<file path="src/source/adc_if_config.svh">
// ****************************************
// shared constants for the SAR ADC front end
// include wherever widths, timing limits or register offsets are needed
// ****************************************

`ifndef ADC_IF_CONFIG_SVH
`define ADC_IF_CONFIG_SVH

// sample width delivered by the converter
`define ADC_RESOLUTION 18

// bits carried by each lane when both lanes are active
`define ADC_LANE_BITS 9

// width of the gate length field, wide enough to hold ADC_RESOLUTION
`define ADC_GATE_BITS $clog2(`ADC_RESOLUTION + 1)

// shortest legal conversion period in system clock cycles
// anything smaller written to the period register is raised to this
`define ADC_MIN_PERIOD 24

// cycles between the cnv pulse and the first gated bit clock
`define ADC_CONV_DELAY 2

// APB byte offsets of the register bank
`define REG_CTRL   4'h0
`define REG_PERIOD 4'h4
`define REG_SAMPLE 4'h8
`define REG_STATUS 4'hC

`endif
</file>
<file path="src/source/adc_if_pkg.sv">
// ****************************************
// types shared by the ADC front end blocks
// import into a module header where the capture word or register map is used
// ****************************************

`include "adc_if_config.svh"

package adc_if_pkg;

  // the two lane parts of a sample in two-lane mode
  // lane a carries the upper bits and lane b the lower bits
  typedef struct packed {
    logic [`ADC_LANE_BITS-1:0] lane_a;
    logic [`ADC_LANE_BITS-1:0] lane_b;
  } adc_lanes_t;

  // one capture word seen two ways
  // word is the full shift register used in one-lane mode,
  // lanes splits the same bits into two independent 9-bit shifters
  typedef union packed {
    logic [`ADC_RESOLUTION-1:0] word;
    adc_lanes_t                 lanes;
  } adc_word_u;

  // register offsets as seen by the APB decoder
  typedef enum logic [3:0] {
    ADDR_CTRL   = `REG_CTRL,
    ADDR_PERIOD = `REG_PERIOD,
    ADDR_SAMPLE = `REG_SAMPLE,
    ADDR_STATUS = `REG_STATUS
  } adc_reg_e;

endpackage

</file>
<file path="src/source/adc_ctrl_if.sv">
// ****************************************
// control settings from the register bank
// to the conversion timer and the lane capture block
// ****************************************

`timescale 1ns/1ps

`include "adc_if_config.svh"

interface adc_ctrl_if;

  // conversions run while this is high
  logic                      enable;
  // high selects lanes a and b, low selects lane a only
  logic                      two_lanes;
  // conversion period in system clock cycles, already clamped
  logic [15:0]               period;
  // number of bit clocks per conversion, derived from two_lanes
  logic [`ADC_GATE_BITS-1:0] gate_len;

  // the register bank owns every control signal
  modport regs (output enable, output two_lanes, output period, output gate_len);

  // the timer only needs the cadence and the window length
  modport timer (input enable, input period, input gate_len);

  // the capture block only needs the lane layout
  modport capture (input two_lanes);

endinterface

</file>
<file path="src/source/adc_if_top.sv">
// ****************************************
// top level of the SAR ADC front end
// APB registers, conversion timer and lane capture on one clock
// ****************************************

`timescale 1ns/1ps

`include "adc_if_config.svh"

module adc_if_top (
  input  logic                       s_axi_aclk,
  input  logic                       arst_n,
  // APB slave
  input  logic [3:0]                 paddr,
  input  logic                       psel,
  input  logic                       penable,
  input  logic                       pwrite,
  input  logic [31:0]                pwdata,
  output logic [31:0]                prdata,
  output logic                       pready,
  output logic                       pslverr,
  // converter pins
  output logic                       cnv,
  output logic                       clk_gate,
  input  logic                       da,
  input  logic                       db,
  // sample stream without back-pressure
  output logic                       adc_valid,
  output logic [`ADC_RESOLUTION-1:0] adc_data
);

  logic gate_open;
  logic last_bit;

  // control settings shared by all three blocks
  adc_ctrl_if ctrl_bus ();

  adc_if_regs i_regs (
    .s_axi_aclk   (s_axi_aclk),
    .arst_n       (arst_n),
    .paddr        (paddr),
    .psel         (psel),
    .penable      (penable),
    .pwrite       (pwrite),
    .pwdata       (pwdata),
    .prdata       (prdata),
    .pready       (pready),
    .pslverr      (pslverr),
    .sample_valid (adc_valid),
    .sample_data  (adc_data),
    .ctrl         (ctrl_bus.regs)
  );

  adc_cnv_timing i_timing (
    .s_axi_aclk (s_axi_aclk),
    .arst_n     (arst_n),
    .ctrl       (ctrl_bus.timer),
    .cnv        (cnv),
    .clk_gate   (clk_gate),
    .gate_open  (gate_open),
    .last_bit   (last_bit)
  );

  // finished samples go both to the outputs and to the readback register
  adc_lane_capture i_capture (
    .s_axi_aclk   (s_axi_aclk),
    .arst_n       (arst_n),
    .da           (da),
    .db           (db),
    .gate_open    (gate_open),
    .last_bit     (last_bit),
    .ctrl         (ctrl_bus.capture),
    .sample_valid (adc_valid),
    .sample_data  (adc_data)
  );

endmodule

</file>
<file path="src/source/adc_lane_capture.sv">
// ****************************************
// serial lane capture of the ADC front end
// shifts one or two lanes in MSB first and emits one sample per window
// ****************************************

`timescale 1ns/1ps

`include "adc_if_config.svh"

module adc_lane_capture
  import adc_if_pkg::*;
(
  input  logic                       s_axi_aclk,
  input  logic                       arst_n,
  input  logic                       da,
  input  logic                       db,
  input  logic                       gate_open,
  input  logic                       last_bit,
  adc_ctrl_if.capture                ctrl,
  output logic                       sample_valid,
  output logic [`ADC_RESOLUTION-1:0] sample_data
);

  adc_word_u shift_q;
  logic      last_q;

  // ****************************************
  // shifter
  // ****************************************

  // one-lane mode fills the whole word from da,
  // two-lane mode fills both halves side by side
  always_ff @(posedge s_axi_aclk) begin
    if (gate_open) begin
      if (ctrl.two_lanes) begin
        shift_q.lanes.lane_a <= {shift_q.lanes.lane_a[`ADC_LANE_BITS-2:0], da};
        shift_q.lanes.lane_b <= {shift_q.lanes.lane_b[`ADC_LANE_BITS-2:0], db};
      end else begin
        shift_q.word <= {shift_q.word[`ADC_RESOLUTION-2:0], da};
      end
    end
  end

  // ****************************************
  // sample output
  // ****************************************

  // the last bit lands in the shifter on the last_bit edge,
  // so the word is complete one cycle later
  always_ff @(posedge s_axi_aclk or negedge arst_n) begin
    if (!arst_n) begin
      last_q       <= 1'b0;
      sample_valid <= 1'b0;
    end else begin
      last_q       <= last_bit;
      sample_valid <= last_q;
    end
  end

  // sample data holds until the next window completes
  always_ff @(posedge s_axi_aclk) begin
    if (last_q) begin
      sample_data <= shift_q.word;
    end
  end

  // a sample is only ever produced by a window that the timer opened
  assert property (@(posedge s_axi_aclk) disable iff (!arst_n)
    sample_valid |-> $past(gate_open, 2));

endmodule

</file>
<file path="src/source/adc_cnv_timing.sv">
// ****************************************
// conversion timer of the ADC front end
// fires cnv once per period and then opens the bit clock gate
// ****************************************

`timescale 1ns/1ps

`include "adc_if_config.svh"

module adc_cnv_timing (
  input  logic       s_axi_aclk,
  input  logic       arst_n,
  adc_ctrl_if.timer  ctrl,
  output logic       cnv,
  output logic       clk_gate,
  output logic       gate_open,
  output logic       last_bit
);

  localparam int DELAY_W = $clog2(`ADC_CONV_DELAY + 1);

  logic [15:0]               period_cnt;
  logic [DELAY_W-1:0]        delay_cnt;
  logic [`ADC_GATE_BITS-1:0] gate_cnt;
  logic                      fire;

  // ****************************************
  // period counter
  // ****************************************

  // counter sits at zero while disabled so the first pulse follows enable at once
  assign fire = ctrl.enable && (period_cnt == 16'd0);

  always_ff @(posedge s_axi_aclk or negedge arst_n) begin
    if (!arst_n) begin
      period_cnt <= 16'd0;
      cnv        <= 1'b0;
    end else begin
      cnv <= fire;
      if (!ctrl.enable) begin
        period_cnt <= 16'd0;
      end else if (fire) begin
        // the period is sampled here, so a new value applies from the next pulse on
        period_cnt <= ctrl.period - 16'd1;
      end else begin
        period_cnt <= period_cnt - 16'd1;
      end
    end
  end

  // ****************************************
  // delay and gate window
  // ****************************************

  // the window runs to its end even if enable drops meanwhile
  always_ff @(posedge s_axi_aclk or negedge arst_n) begin
    if (!arst_n) begin
      delay_cnt <= '0;
      gate_cnt  <= '0;
      clk_gate  <= 1'b0;
    end else begin
      if (fire) begin
        delay_cnt <= DELAY_W'(`ADC_CONV_DELAY);
      end else if (delay_cnt != '0) begin
        delay_cnt <= delay_cnt - DELAY_W'(1);
      end
      if (delay_cnt == DELAY_W'(1)) begin
        clk_gate <= 1'b1;
        gate_cnt <= ctrl.gate_len - `ADC_GATE_BITS'(1);
      end else if (clk_gate) begin
        if (gate_cnt == '0) begin
          clk_gate <= 1'b0;
        end else begin
          gate_cnt <= gate_cnt - `ADC_GATE_BITS'(1);
        end
      end
    end
  end

  assign gate_open = clk_gate;
  // marks the final gated cycle of the window
  assign last_bit  = clk_gate && (gate_cnt == '0);

  // the converter must be idle before its output is clocked out
  assert property (@(posedge s_axi_aclk) disable iff (!arst_n)
    !(cnv && clk_gate));

endmodule

</file>
<file path="src/source/adc_if_regs.sv">
// ****************************************
// APB register bank of the ADC front end
// holds control and period, reads back the latest sample,
// and counts samples that were overwritten before being read
// ****************************************

`timescale 1ns/1ps

`include "adc_if_config.svh"

module adc_if_regs
  import adc_if_pkg::*;
(
  input  logic                       s_axi_aclk,
  input  logic                       arst_n,
  input  logic [3:0]                 paddr,
  input  logic                       psel,
  input  logic                       penable,
  input  logic                       pwrite,
  input  logic [31:0]                pwdata,
  output logic [31:0]                prdata,
  output logic                       pready,
  output logic                       pslverr,
  input  logic                       sample_valid,
  input  logic [`ADC_RESOLUTION-1:0] sample_data,
  adc_ctrl_if.regs                   ctrl
);

  adc_reg_e                   reg_sel;
  logic                       access;
  logic                       wr_en;
  logic                       rd_en;
  logic                       mapped;
  logic [31:0]                rd_data;
  logic [15:0]                period_wr;
  logic                       enable_q;
  logic                       two_lanes_q;
  logic [15:0]                period_q;
  logic [`ADC_RESOLUTION-1:0] sample_q;
  logic                       new_flag;
  logic [7:0]                 ovr_cnt;
  logic                       sample_rd;
  logic                       ovr_clr;

  // ****************************************
  // APB decode
  // ****************************************

  // every transfer completes in its access phase, no wait states
  assign pready = 1'b1;

  assign reg_sel = adc_reg_e'(paddr);
  assign access  = psel && penable;
  assign wr_en   = access && pwrite && mapped;
  assign rd_en   = access && !pwrite && mapped;

  // read mux, offsets outside the map decode as unmapped
  always_comb begin
    mapped  = 1'b1;
    rd_data = '0;
    case (reg_sel)
      ADDR_CTRL:   rd_data = {30'd0, two_lanes_q, enable_q};
      ADDR_PERIOD: rd_data = {16'd0, period_q};
      ADDR_SAMPLE: rd_data = {{(32-`ADC_RESOLUTION){1'b0}}, sample_q};
      ADDR_STATUS: rd_data = {8'd0, ovr_cnt, 7'd0, new_flag, 8'd0};
      default:     mapped  = 1'b0;
    endcase
  end

  // an unmapped access answers with an error and zero data
  assign prdata  = (access && !pwrite) ? rd_data : 32'd0;
  assign pslverr = access && !mapped;

  // ****************************************
  // control and period registers
  // ****************************************

  // short periods would let the bit window overlap the next conversion
  assign period_wr = (pwdata[15:0] < 16'(`ADC_MIN_PERIOD)) ?
                     16'(`ADC_MIN_PERIOD) : pwdata[15:0];

  always_ff @(posedge s_axi_aclk or negedge arst_n) begin
    if (!arst_n) begin
      enable_q    <= 1'b0;
      two_lanes_q <= 1'b0;
      period_q    <= 16'(`ADC_MIN_PERIOD);
    end else if (wr_en) begin
      if (reg_sel == ADDR_CTRL) begin
        enable_q    <= pwdata[0];
        two_lanes_q <= pwdata[1];
      end
      if (reg_sel == ADDR_PERIOD) begin
        period_q <= period_wr;
      end
    end
  end

  assign ctrl.enable    = enable_q;
  assign ctrl.two_lanes = two_lanes_q;
  assign ctrl.period    = period_q;
  // window length is decided here once so the receivers never look at the lane mode for it
  assign ctrl.gate_len  = two_lanes_q ? `ADC_GATE_BITS'(`ADC_LANE_BITS) :
                                        `ADC_GATE_BITS'(`ADC_RESOLUTION);

  // ****************************************
  // sample readback and overrun status
  // ****************************************

  assign sample_rd = rd_en && (reg_sel == ADDR_SAMPLE);
  assign ovr_clr   = wr_en && (reg_sel == ADDR_STATUS) && pwdata[0];

  // latest sample is simply overwritten, there is no back-pressure
  always_ff @(posedge s_axi_aclk) begin
    if (sample_valid) begin
      sample_q <= sample_data;
    end
  end

  always_ff @(posedge s_axi_aclk or negedge arst_n) begin
    if (!arst_n) begin
      new_flag <= 1'b0;
      ovr_cnt  <= 8'd0;
    end else begin
      // a new sample wins over a read in the same cycle
      if (sample_valid) begin
        new_flag <= 1'b1;
      end else if (sample_rd) begin
        new_flag <= 1'b0;
      end
      // a pending sample that is read in the same cycle is not lost
      if (ovr_clr) begin
        ovr_cnt <= 8'd0;
      end else if (sample_valid && new_flag && !sample_rd && (ovr_cnt != 8'hFF)) begin
        ovr_cnt <= ovr_cnt + 8'd1;
      end
    end
  end

  // ****************************************
  // assertions
  // ****************************************

  // the access phase must belong to a selected transfer
  assert property (@(posedge s_axi_aclk) disable iff (!arst_n)
    $rose(penable) |-> psel);

  // timer relies on this to keep windows apart
  assert property (@(posedge s_axi_aclk) disable iff (!arst_n)
    ctrl.period >= 16'(`ADC_MIN_PERIOD));

endmodule

</file>
<file path="config.mk">
export PLATFORM = sky130hd
export DESIGN_NAME = adc_if_top
export DESIGN_NICKNAME = d
export VERILOG_FILES = /design/src/source/adc_if_pkg.sv /design/src/source/adc_ctrl_if.sv /design/src/source/adc_if_top.sv /design/src/source/adc_lane_capture.sv /design/src/source/adc_cnv_timing.sv /design/src/source/adc_if_regs.sv
export VERILOG_INCLUDE_DIRS = /design/src /design/src/source
export SDC_FILE = /design/constraint.sdc
export NUM_CORES = 1
export LEC_CHECK = 0
export BUFFER_PORTS_ARGS = -buffer_cell sky130_fd_sc_hd__buf_4
export CAP_MARGIN = 20
export CORE_ASPECT_RATIO = 1.75
export CORE_MARGIN = 2
export CORE_UTILIZATION = 59
export CTS_CLUSTER_SIZE = 30
export DETAILED_ROUTE_END_ITERATION = 12
export PLACE_DENSITY = 0.82
export SLEW_MARGIN = 20
export SYNTH_ARGS = -nofsm -noshare
export SYNTH_HDL_FRONTEND = slang
export SYNTH_SLANG_ARGS = --single-unit
</file>
<file path="constraint.sdc">
create_clock -name s_axi_aclk -period 7.5 [get_ports s_axi_aclk]
set_input_delay 1.125 -clock s_axi_aclk [delete_from_list [all_inputs] [get_ports s_axi_aclk]]
set_output_delay 1.125 -clock s_axi_aclk [all_outputs]
set_load 0.005 [all_outputs]
</file>
After elaboration in Yosys (flattened, before gate mapping)
Cells that the tools add are included.
{"block": "totals", "regBits": 108, "out_inout_bits": 55, "word_cells": 77}
{"block": "op_classes", "add_sub_neg": 6, "order_cmp": 1, "eq_ne": 6, "n_mux": 20, "reduce_logical": 29}
{"operator": "$pmux 24 s4", "n": 1}
{"operator": "$mux 16", "n": 3}
{"operator": "$sub 16x1->16 const B", "n": 2}
{"operator": "$mux 24", "n": 1}
{"operator": "$mux 5", "n": 4}
{"operator": "$logic_not 16->1", "n": 1}
{"operator": "$lt 16x5->1 const B", "n": 1}
{"operator": "$mux 8", "n": 2}
{"operator": "$logic_and 1x1->1", "n": 14}
{"operator": "$mux 10", "n": 1}
{"operator": "$reduce_bool 2->1", "n": 5}
{"operator": "$sub 5x1->5 const B", "n": 2}
{"operator": "$add 8x1->8 const B", "n": 1}
{"operator": "$eq 4x4->1 const B", "n": 2}
{"operator": "$ne 8x8->1 const B", "n": 1}
{"operator": "$mux 1", "n": 6}
{"operator": "$reduce_and 2->1", "n": 3}
{"operator": "$logic_not 5->1", "n": 1}
{"operator": "$eq 4x3->1 const B", "n": 1}
{"operator": "$logic_not 4->1", "n": 1}
{"operator": "$mux 2", "n": 2}
{"operator": "$reduce_or 4->1", "n": 1}
{"operator": "$logic_not 1->1", "n": 3}
{"operator": "$eq 2x1->1 const B", "n": 1}
{"operator": "2 further kinds", "n": 2}

Logic depth before layout (Yosys ltp)
Gate-level depths: netlist (run 1).
{"block": "depth", "ltp_word": 10, "ltp_mapped": 11, "depth_no_buf": 10}

Hierarchy
Synthesis (run 1) repeated with hierarchy kept, for this count alone.
{"block": "hier_totals", "hier_cells": 410, "hier_area_um2": 5021.1}
{"module": "adc_if_regs", "instances": 1, "cells_each": 186, "area_per_inst_um2": 2232.1}
{"module": "adc_cnv_timing", "instances": 1, "cells_each": 184, "area_per_inst_um2": 1635.3}
{"module": "adc_lane_capture", "instances": 1, "cells_each": 40, "area_per_inst_um2": 1153.6}

Worst setup path before layout (run 1)
No wires, ideal clock.
{"block": "synth_timing", "kind": "input-to-output", "from": "in paddr[0]", "to": "out prdata[10]", "t_arrival_ps": 2329, "required_ps": 6375, "slack_ps": 4046, "cell_stages": 5, "path_buffers": 1, "path_cell_list": "nand4bb_1 > or2_2 > nor2_1 > clkbuf_1 > a22o_1"}
{"block": "synth_via", "elab_chain_cells": 3}
{"element": "start: declaration", "line": "adc_if_top.sv:14", "source": "input logic [3:0] paddr,"}
{"element": "$eq 4x4->1, or another cell as far along", "line": "adc_if_regs.sv:61", "source": "case (reg_sel)"}
{"element": "$pmux 24 s4 *", "line": "adc_if_regs.sv:61"}
{"element": "$mux 24 *", "line": "adc_if_regs.sv:71", "source": "assign prdata = (access && !pwrite) ? rd_data : 32'd0;"}
{"element": "end: declaration", "line": "adc_if_top.sv:19", "source": "output logic [31:0] prdata,"}
Every way passes the cells marked *; elsewhere a longest branch is shown, timed or not.

Final worst setup path (run 1)
{"block": "layout_timing", "from": "in paddr[0]", "to": "out prdata[9]"}
Same word-level chain as after synthesis.

==> impl_metrics.csv, run 1 <==
group,metric,value,unit
outcome,status,"completed",
worst_setup_path,arrival,2.97,ns
detailed_routing,vias_per_cell,6.02,
layout,area_growth_syn_to_layout,17.3,%
synthesis,yosysTopAreaCellShare,32.2,%
worst_setup_path,cp-start-kind,"primary input",
timing,max_freq,244,MHz
clock_network,insertion_delay,0.35,ns
detailed_routing,drt_pre_antenna_iters,4,
clock_network,root_buffer,"clkbuf_16",
global_route,first_global_vias,3778,
place,dp_hpwl,8370,um
layout,mostFrequentLayoutCells,"buf_4 (73), edfxtp_1 (54), dfrtp_1 (52)",
timing,hold_viol,0,
worst_setup_path,cp-end-kind,"output pin",
die,pin_count,98,
synthesis,synthTopCellsByArea,"edfxtp_1 (32%), dfrtp_1 (26%), nand2_1 (3.7%)",
synthesis,synth_flop_cell,"edfxtp_1",
global_route,grt_pass1_wl,18600,um
worst_setup_path,path_class,"in2out",
detailed_routing,post_drt_wl_per_cell,18.7,um
detailed_routing,ant_nets,0,
timing,finalMaxSlewViolations,0,
clock_network,cts_tree,"built",
synthesis,synth_top_area_cell,"edfxtp_1",
timing,worst_slack,3.40,ns
detailed_routing,drt_iter0_drc,285,
worst_setup_path,worst-path-max-fanout,13,
worst_hold_path,hold_class,"reg2reg",
detailed_routing,drc,0,
timing,slew_headroom,30.7,%
layout,regArea,2980,um2
timing,worst_pin_slew,1.04,ns
layout,num_antenna_cells,0,
clock_network,htreeDepth,3,
clock_network,cts.sinks,108,
timing,skew,0.00645,ns
power,power_density,324,nW/um2
synthesis,syn_inst,435,
die,core-area,8310,um2
place,portBuffers,72,
synthesis,ys_async_sr_fraction,50.0,%
detailed_routing,wirelength,11600,um
timing,setup_viol,0,
layout,multi_input_area,1890,um2
layout,fillers,610,
global_route,grtUsageTotal,26.4,%
layout,final_common_cell,"buf_4",
die,rows,44,
worst_setup_path,reg2reg_slack,4.20,ns
global_route,grt_overflow,0,
synthesis,synth_edf_count,54,
global_route,antenna_found_initial,0,
timing,finalWorstPathRequiredPeriod,4.10,ns
timing,setup_tns,0,ns
die,initial_core_util,60.5,%
synthesis,synth-seq-cells,108,
synthesis,synth_cell_type_count,65,
synthesis,yosys_warnings,0,
die,dieHeight,126,um
clock_network,clk_pin_slew_worst_paths,0.07,ns
clock_network,cts_max_path_buffers,2,
global_route,grt_max_degree,55,
timing,rsz0062_at_grt,"false",
power,ir_drop,235,uV
place,dp_slack,3.41,ns
die,dieArea,9310,um2
timing,finalCritPeriodShare,54.6,%
power,p_leak,2.47,nW
layout,nNetsFinal,549,
clock_network,cts_inserted_buffers,9,
clock_network,post_cts_buffers,0,
clock_network,ctsHoldBuffers,0,
layout,drive_above_1_share,22.7,%
synthesis,synth_area_per_cell,11.6,um2
detailed_routing,vias,3737,
clock_network,post_cts_resized,0,
synthesis,yosysSeqAreaShare,59.2,%
synthesis,mappedNetlistArea,5030,um2
timing,hold_ws,0.437,ns
worst_setup_path,crit_required,6.38,ns
place,place_congestion,0.926,
die,die_x,73.8,um
flow_run,cap_violations,0,
-- kinds of logic (layout without fill, tap and decap cells) --
group	after synthesis	in the layout	synth area share, %
buffers and inverters	34	98	3.73
adders and majority gates	5	5	1.24
and+or+nand+nor	180	180	19.1
AOI/OAI and AO/OA	78	78	11.1
xor gates and xnor gates	11	11	1.92
muxes	17	17	3.63
DFF	108	108	59.2
other	2	9	0.149
-- worst paths after layout --
kind	start	endpoint	cells after the start
hold reg to reg	i_capture.shift_q[17]$_DFFE_PP_	i_capture.sample_data[17]$_DFFE_PP_	0
max in group asynchronous	arst_n	i_regs.ovr_cnt[1]$_DFFE_PN0P_	1
setup reg to reg	i_regs.ctrl.enable$_DFFE_PN0P_	i_timing.period_cnt[12]$_DFF_PN0_	10
min in group asynchronous	arst_n	i_timing.period_cnt[13]$_DFF_PN0_	1
hold / removal	i_capture.shift_q[17]$_DFFE_PP_	i_capture.sample_data[17]$_DFFE_PP_	0
setup / recovery	paddr[0]	prdata[9]	6
-- through the flow --
| stage | cell area, um2 | instances | util, % | total power, mW |
|---|---|---|---|---|
| final | 5900 | 621 | 71.0 | 1.91 |
| after global routing | 5900 | 621 | 71.0 | 2.02 |
| after global placement | 5590 | 605 | 67.3 | 1.39 |
| after CTS | 5900 | 621 | 71.0 | 1.92 |
| after floorplan | 5060 | 442 | - | 1.27 |
| after detailed placement | 5590 | 605 | 67.3 | 1.42 |
-- synthesized netlist by cell type (4+ instances only) --
master    number
a21oi_1       15
a22o_1        16
a31oi_1       13
and2_1         9
buf_4          9
clkbuf_1       9
dfrtp_1       52
edfxtp_1      54
ha_1           5
inv_1          9
mux2_1         4
mux2_2         6
mux2i_1        7
nand2_1       49
nand3_1        8
nand4_1        5
nor2_1        42
nor3_1        19
nor4_1         7
o21ai_0        8
o21ai_1        4
or3_1          7
xnor2_1        8
-- area by class of cell --
| type | instances | area share (%) |
|---|---|---|
| Clock buffer | 9 | 3.82 |
| Clock inverter | 7 | 1.40 |
| Inverter | 9 | 0.572 |
| Multi-Input combinational cell | 300 | 32.1 |
| Sequential cell | 108 | 50.4 |
| Tap cell | 115 | 2.44 |
| Timing Repair Buffer | 73 | 9.29 |
-- registers in the layout, summed over array words and instances, names as in the netlist --
name                    cells
i_capture.sample_data      18
i_capture.shift_q          18
i_regs.sample_q            18
i_regs.ctrl.period         16
i_timing.period_cnt        16
i_regs.ovr_cnt              8
i_timing.gate_cnt           5
i_timing.delay_cnt          2
i_capture.last_q            1
i_capture.sample_valid      1
i_regs.ctrl.enable          1
i_regs.ctrl.two_lanes       1
i_regs.new_flag             1
i_timing.clk_gate           1
i_timing.cnv                1
-- worst max-delay path: stages --
cell and delay (ns):
buf_4 0.11, nand4bb_1 0.26, or2_2 0.37, nor2_1 0.72, a22o_1 0.27, buf_4 0.12
-- power breakdown --
group / total [mW] / leakage, nW / switching (mW) / internal (mW)
Combinational: 0.481 / 1.09 / 0.273 / 0.208
Clock: 0.489 / 0.155 / 0.224 / 0.266
Sequential: 0.942 / 1.22 / 0.141 / 0.802
Total: 1.91 / 2.47 / 0.637 / 1.27
-- metal layers --
metal | GRT usage, % | up-vias | wire length [um]
met5 | 0 | - | 0
met4 | 12.1 | 0 | 413
met3 | 5.60 | 30 | 558
met2 | 46.1 | 142 | 6340
met1 | 29.9 | 1848 | 4310
li1 | - | 1717 | -
Note: power is estimated with default switching activity, not from simulation.
==> inputs of run 2 (changes only) <==
CORE_UTILIZATION = 55   (was 59)
PLACE_DENSITY = 0.78   (was 0.82)
clock period = 3.9 ns   (was 7.5 ns; I/O delays follow)
==> run 2 against run 1 <==
Compared with the run above: sequential share of layout area down 0.53 points; total power up 92%; register-to-register slack worse by 3.1 ns; setup slack worse by 2.3 ns; highest routed layer unchanged; flip-flop and latch count unchanged; critical path type is now reg2reg; worst hold slack worse by 0.17 ns; die area up 7.0%; clock skew up 0.0025 ns; largest power group unchanged; global-route usage down 2.4 points; first-iteration DRC count down 20%; non-clock buffer count up 8; clock power up 88%.
==> impl_metrics.csv, run 2 (synthesized netlist as in run 1, its figures left out) <==
group,metric,value,unit
worst_setup_path,r2r_start,"i_timing.period_cnt[3]$_DFF_PN0_",
layout,mostFrequentLayoutCells,"buf_4 (81), edfxtp_1 (54), dfrtp_1 (52)",
detailed_routing,drt_iter0_drc,228,
power,p_comb_share,26.1,%
die,dieHeight,131,um
clock_network,insertion_delay,0.35,ns
clock_network,post_cts_resized,0,
global_route,antenna_found_initial,0,
detailed_routing,drt_pre_antenna_iters,4,
timing,finalWorstPathRequiredPeriod,2.85,ns
clock_network,cts_max_path_buffers,2,
detailed_routing,vias_per_cell,5.92,
power,p_clk_share,25.0,%
worst_setup_path,critPathLaunch,"i_timing.period_cnt[3]$_DFF_PN0_",
outcome,status,"completed",
detailed_routing,drc,0,
place,portBuffers,72,
worst_setup_path,reg2reg_slack,1.05,ns
die,core-area,8980,um2
detailed_routing,vias,3755,
power,power.internal,2.42,mW
die,die_x,76.3,um
die,initial_core_util,56.0,%
place,place_congestion,0.988,
layout,area_growth_syn_to_layout,18.6,%
worst_setup_path,crit_required,4.16,ns
timing,skew,0.00898,ns
worst_setup_path,cp_cell_sequence,"nor4_4 > buf_4 > nand4_2 > buf_4 > nor2_4 > a21oi_1 > ha_1 > or3b_2 > nor3_1 > o21ai_1 > o21ai_0 > nor3b_1",
layout,fin_util,66.4,%
worst_setup_path,crit_slowest_cell,"or3b_2",
worst_hold_path,hold_class,"in2async",
worst_setup_path,crit_path_frequent_cell,"buf_4",
layout,multi_input_area,1890,um2
timing,setup_tns,0,ns
die,dieArea,9960,um2
worst_setup_path,crit_path_max_incr_delay,0.52,ns
flow_run,cap_violations,0,
timing,slew_headroom,42.5,%
layout,num_antenna_cells,0,
power,p_sw_share,34.1,%
timing,rsz0062_at_grt,"false",
place,dp_hpwl,8540,um
power,p_seq_share,48.9,%
layout,drive_above_1_share,23.9,%
timing,hold_viol,0,
worst_setup_path,r2r-end,"i_timing.period_cnt[10]$_DFF_PN0_",
clock_network,clk_pin_slew_worst_paths,0.08,ns
timing,finalCritPeriodShare,73.0,%
timing,worst_slack,1.05,ns
layout,nNetsFinal,557,
clock_network,cts_tree,"built",
timing,setup_viol,0,
global_route,grt_max_degree,55,
layout,reg_top3,"i_capture.sample_data: 18 flops, i_capture.shift_q: 18 flops, i_regs.sample_q: 18 flops",
timing,worst_pin_slew,0.863,ns
clock_network,post_cts_buffers,0,
layout,final_common_cell,"buf_4",
clock_network,cts_inserted_buffers,9,
power,power_density,617,nW/um2
clock_network,cts.sinks,108,
worst_setup_path,cp-start-kind,"flop",
die,rows,46,
global_route,grt_overflow,0,
clock_network,htreeDepth,3,
clock_network,root_buffer,"clkbuf_16",
power,p_leak,2.50,nW
global_route,grt_pass1_wl,18400,um
detailed_routing,wirelength,11500,um
worst_setup_path,path_class,"reg2reg",
worst_setup_path,arrival,3.11,ns
detailed_routing,ant_nets,0,
detailed_routing,post_drt_wl_per_cell,18.1,um
timing,finalMaxSlewViolations,0,
power,ir_drop,397,uV
worst_setup_path,reg2reg_depth,12,
global_route,grtUsageTotal,24.0,%
power,power.total,3.68,mW
layout,fillers,705,
timing,max_freq,351,MHz
layout,regArea,2980,um2
global_route,first_global_vias,3719,
clock_network,ctsHoldBuffers,0,
worst_setup_path,cp-end-kind,"flop",
die,pin_count,98,
worst_setup_path,worst-path-max-fanout,11,
place,dp_slack,1.09,ns
power,p_sw,1.25,mW
run 2: changes by cell type in the layout (fill, tap and decap cells not counted), sizes merged:
cell / previous run / this run
bufinv: 1 / 0
buf: 73 / 81
inv: 12 / 15
clkinv: 3 / 1
run 2: power groups by stage:
stage	Sequential, mW	Clock (mW)	Combinational [mW]
2_1_floorplan	1.73	0	0.708
3_3_place_gp	1.81	0	0.901
3_5_place_dp	1.82	0	0.944
4_1_cts	1.80	0.933	0.952
5_1_grt	1.84	0.971	1.05
6_report	1.80	0.918	0.960
run 2: worst max-delay path, delay by kind of cell, from the launching register on:
kind,cells,cell delay (ns)
adders and majority gates,1,0.22
and+or+nand+nor,6,1.15
AOI/OAI and AO/OA,3,0.55
buffers and inverters,2,0.37
DFF,1,0.45
run 2: how the worst max path moves through the flow:
stage,endpoint
floorplan,i_timing.period_cnt[14]$_DFF_PN0_
global placement,i_timing.period_cnt[14]$_DFF_PN0_
detailed placement,i_timing.period_cnt[10]$_DFF_PN0_
CTS,i_timing.period_cnt[10]$_DFF_PN0_
global route,i_timing.period_cnt[10]$_DFF_PN0_
finish,i_timing.period_cnt[10]$_DFF_PN0_
run 2: per-stage QoR:
step,area [um2],hold WS [ns],instances
after floorplan,5060,0.289,442
after global placement,5660,0.406,618
after detailed placement,5660,0.409,618
after CTS,5960,0.294,634
after global routing,5960,0.324,634
final,5960,0.263,634
run 2: layout make-up:
cell class / count / area share [%]
flip-flops and latches: 108 / 49.9
multi-input cells: 300 / 31.7
repair buffers: 81 / 10.2
clock buffers: 9 / 3.78
well taps: 120 / 2.52
clock inverters: 7 / 1.32
inverters: 9 / 0.566
run 2: per-layer routing:
layer  GRT usage (%)  share of wire (%)  vias to the layer above
li1                -                  -                     1737
met1            26.4                 36                     1853
met2            45.3                 57                      137
met3            2.88                4.2                       28
met4            12.5                3.0                        0
met5               0                  0                        -
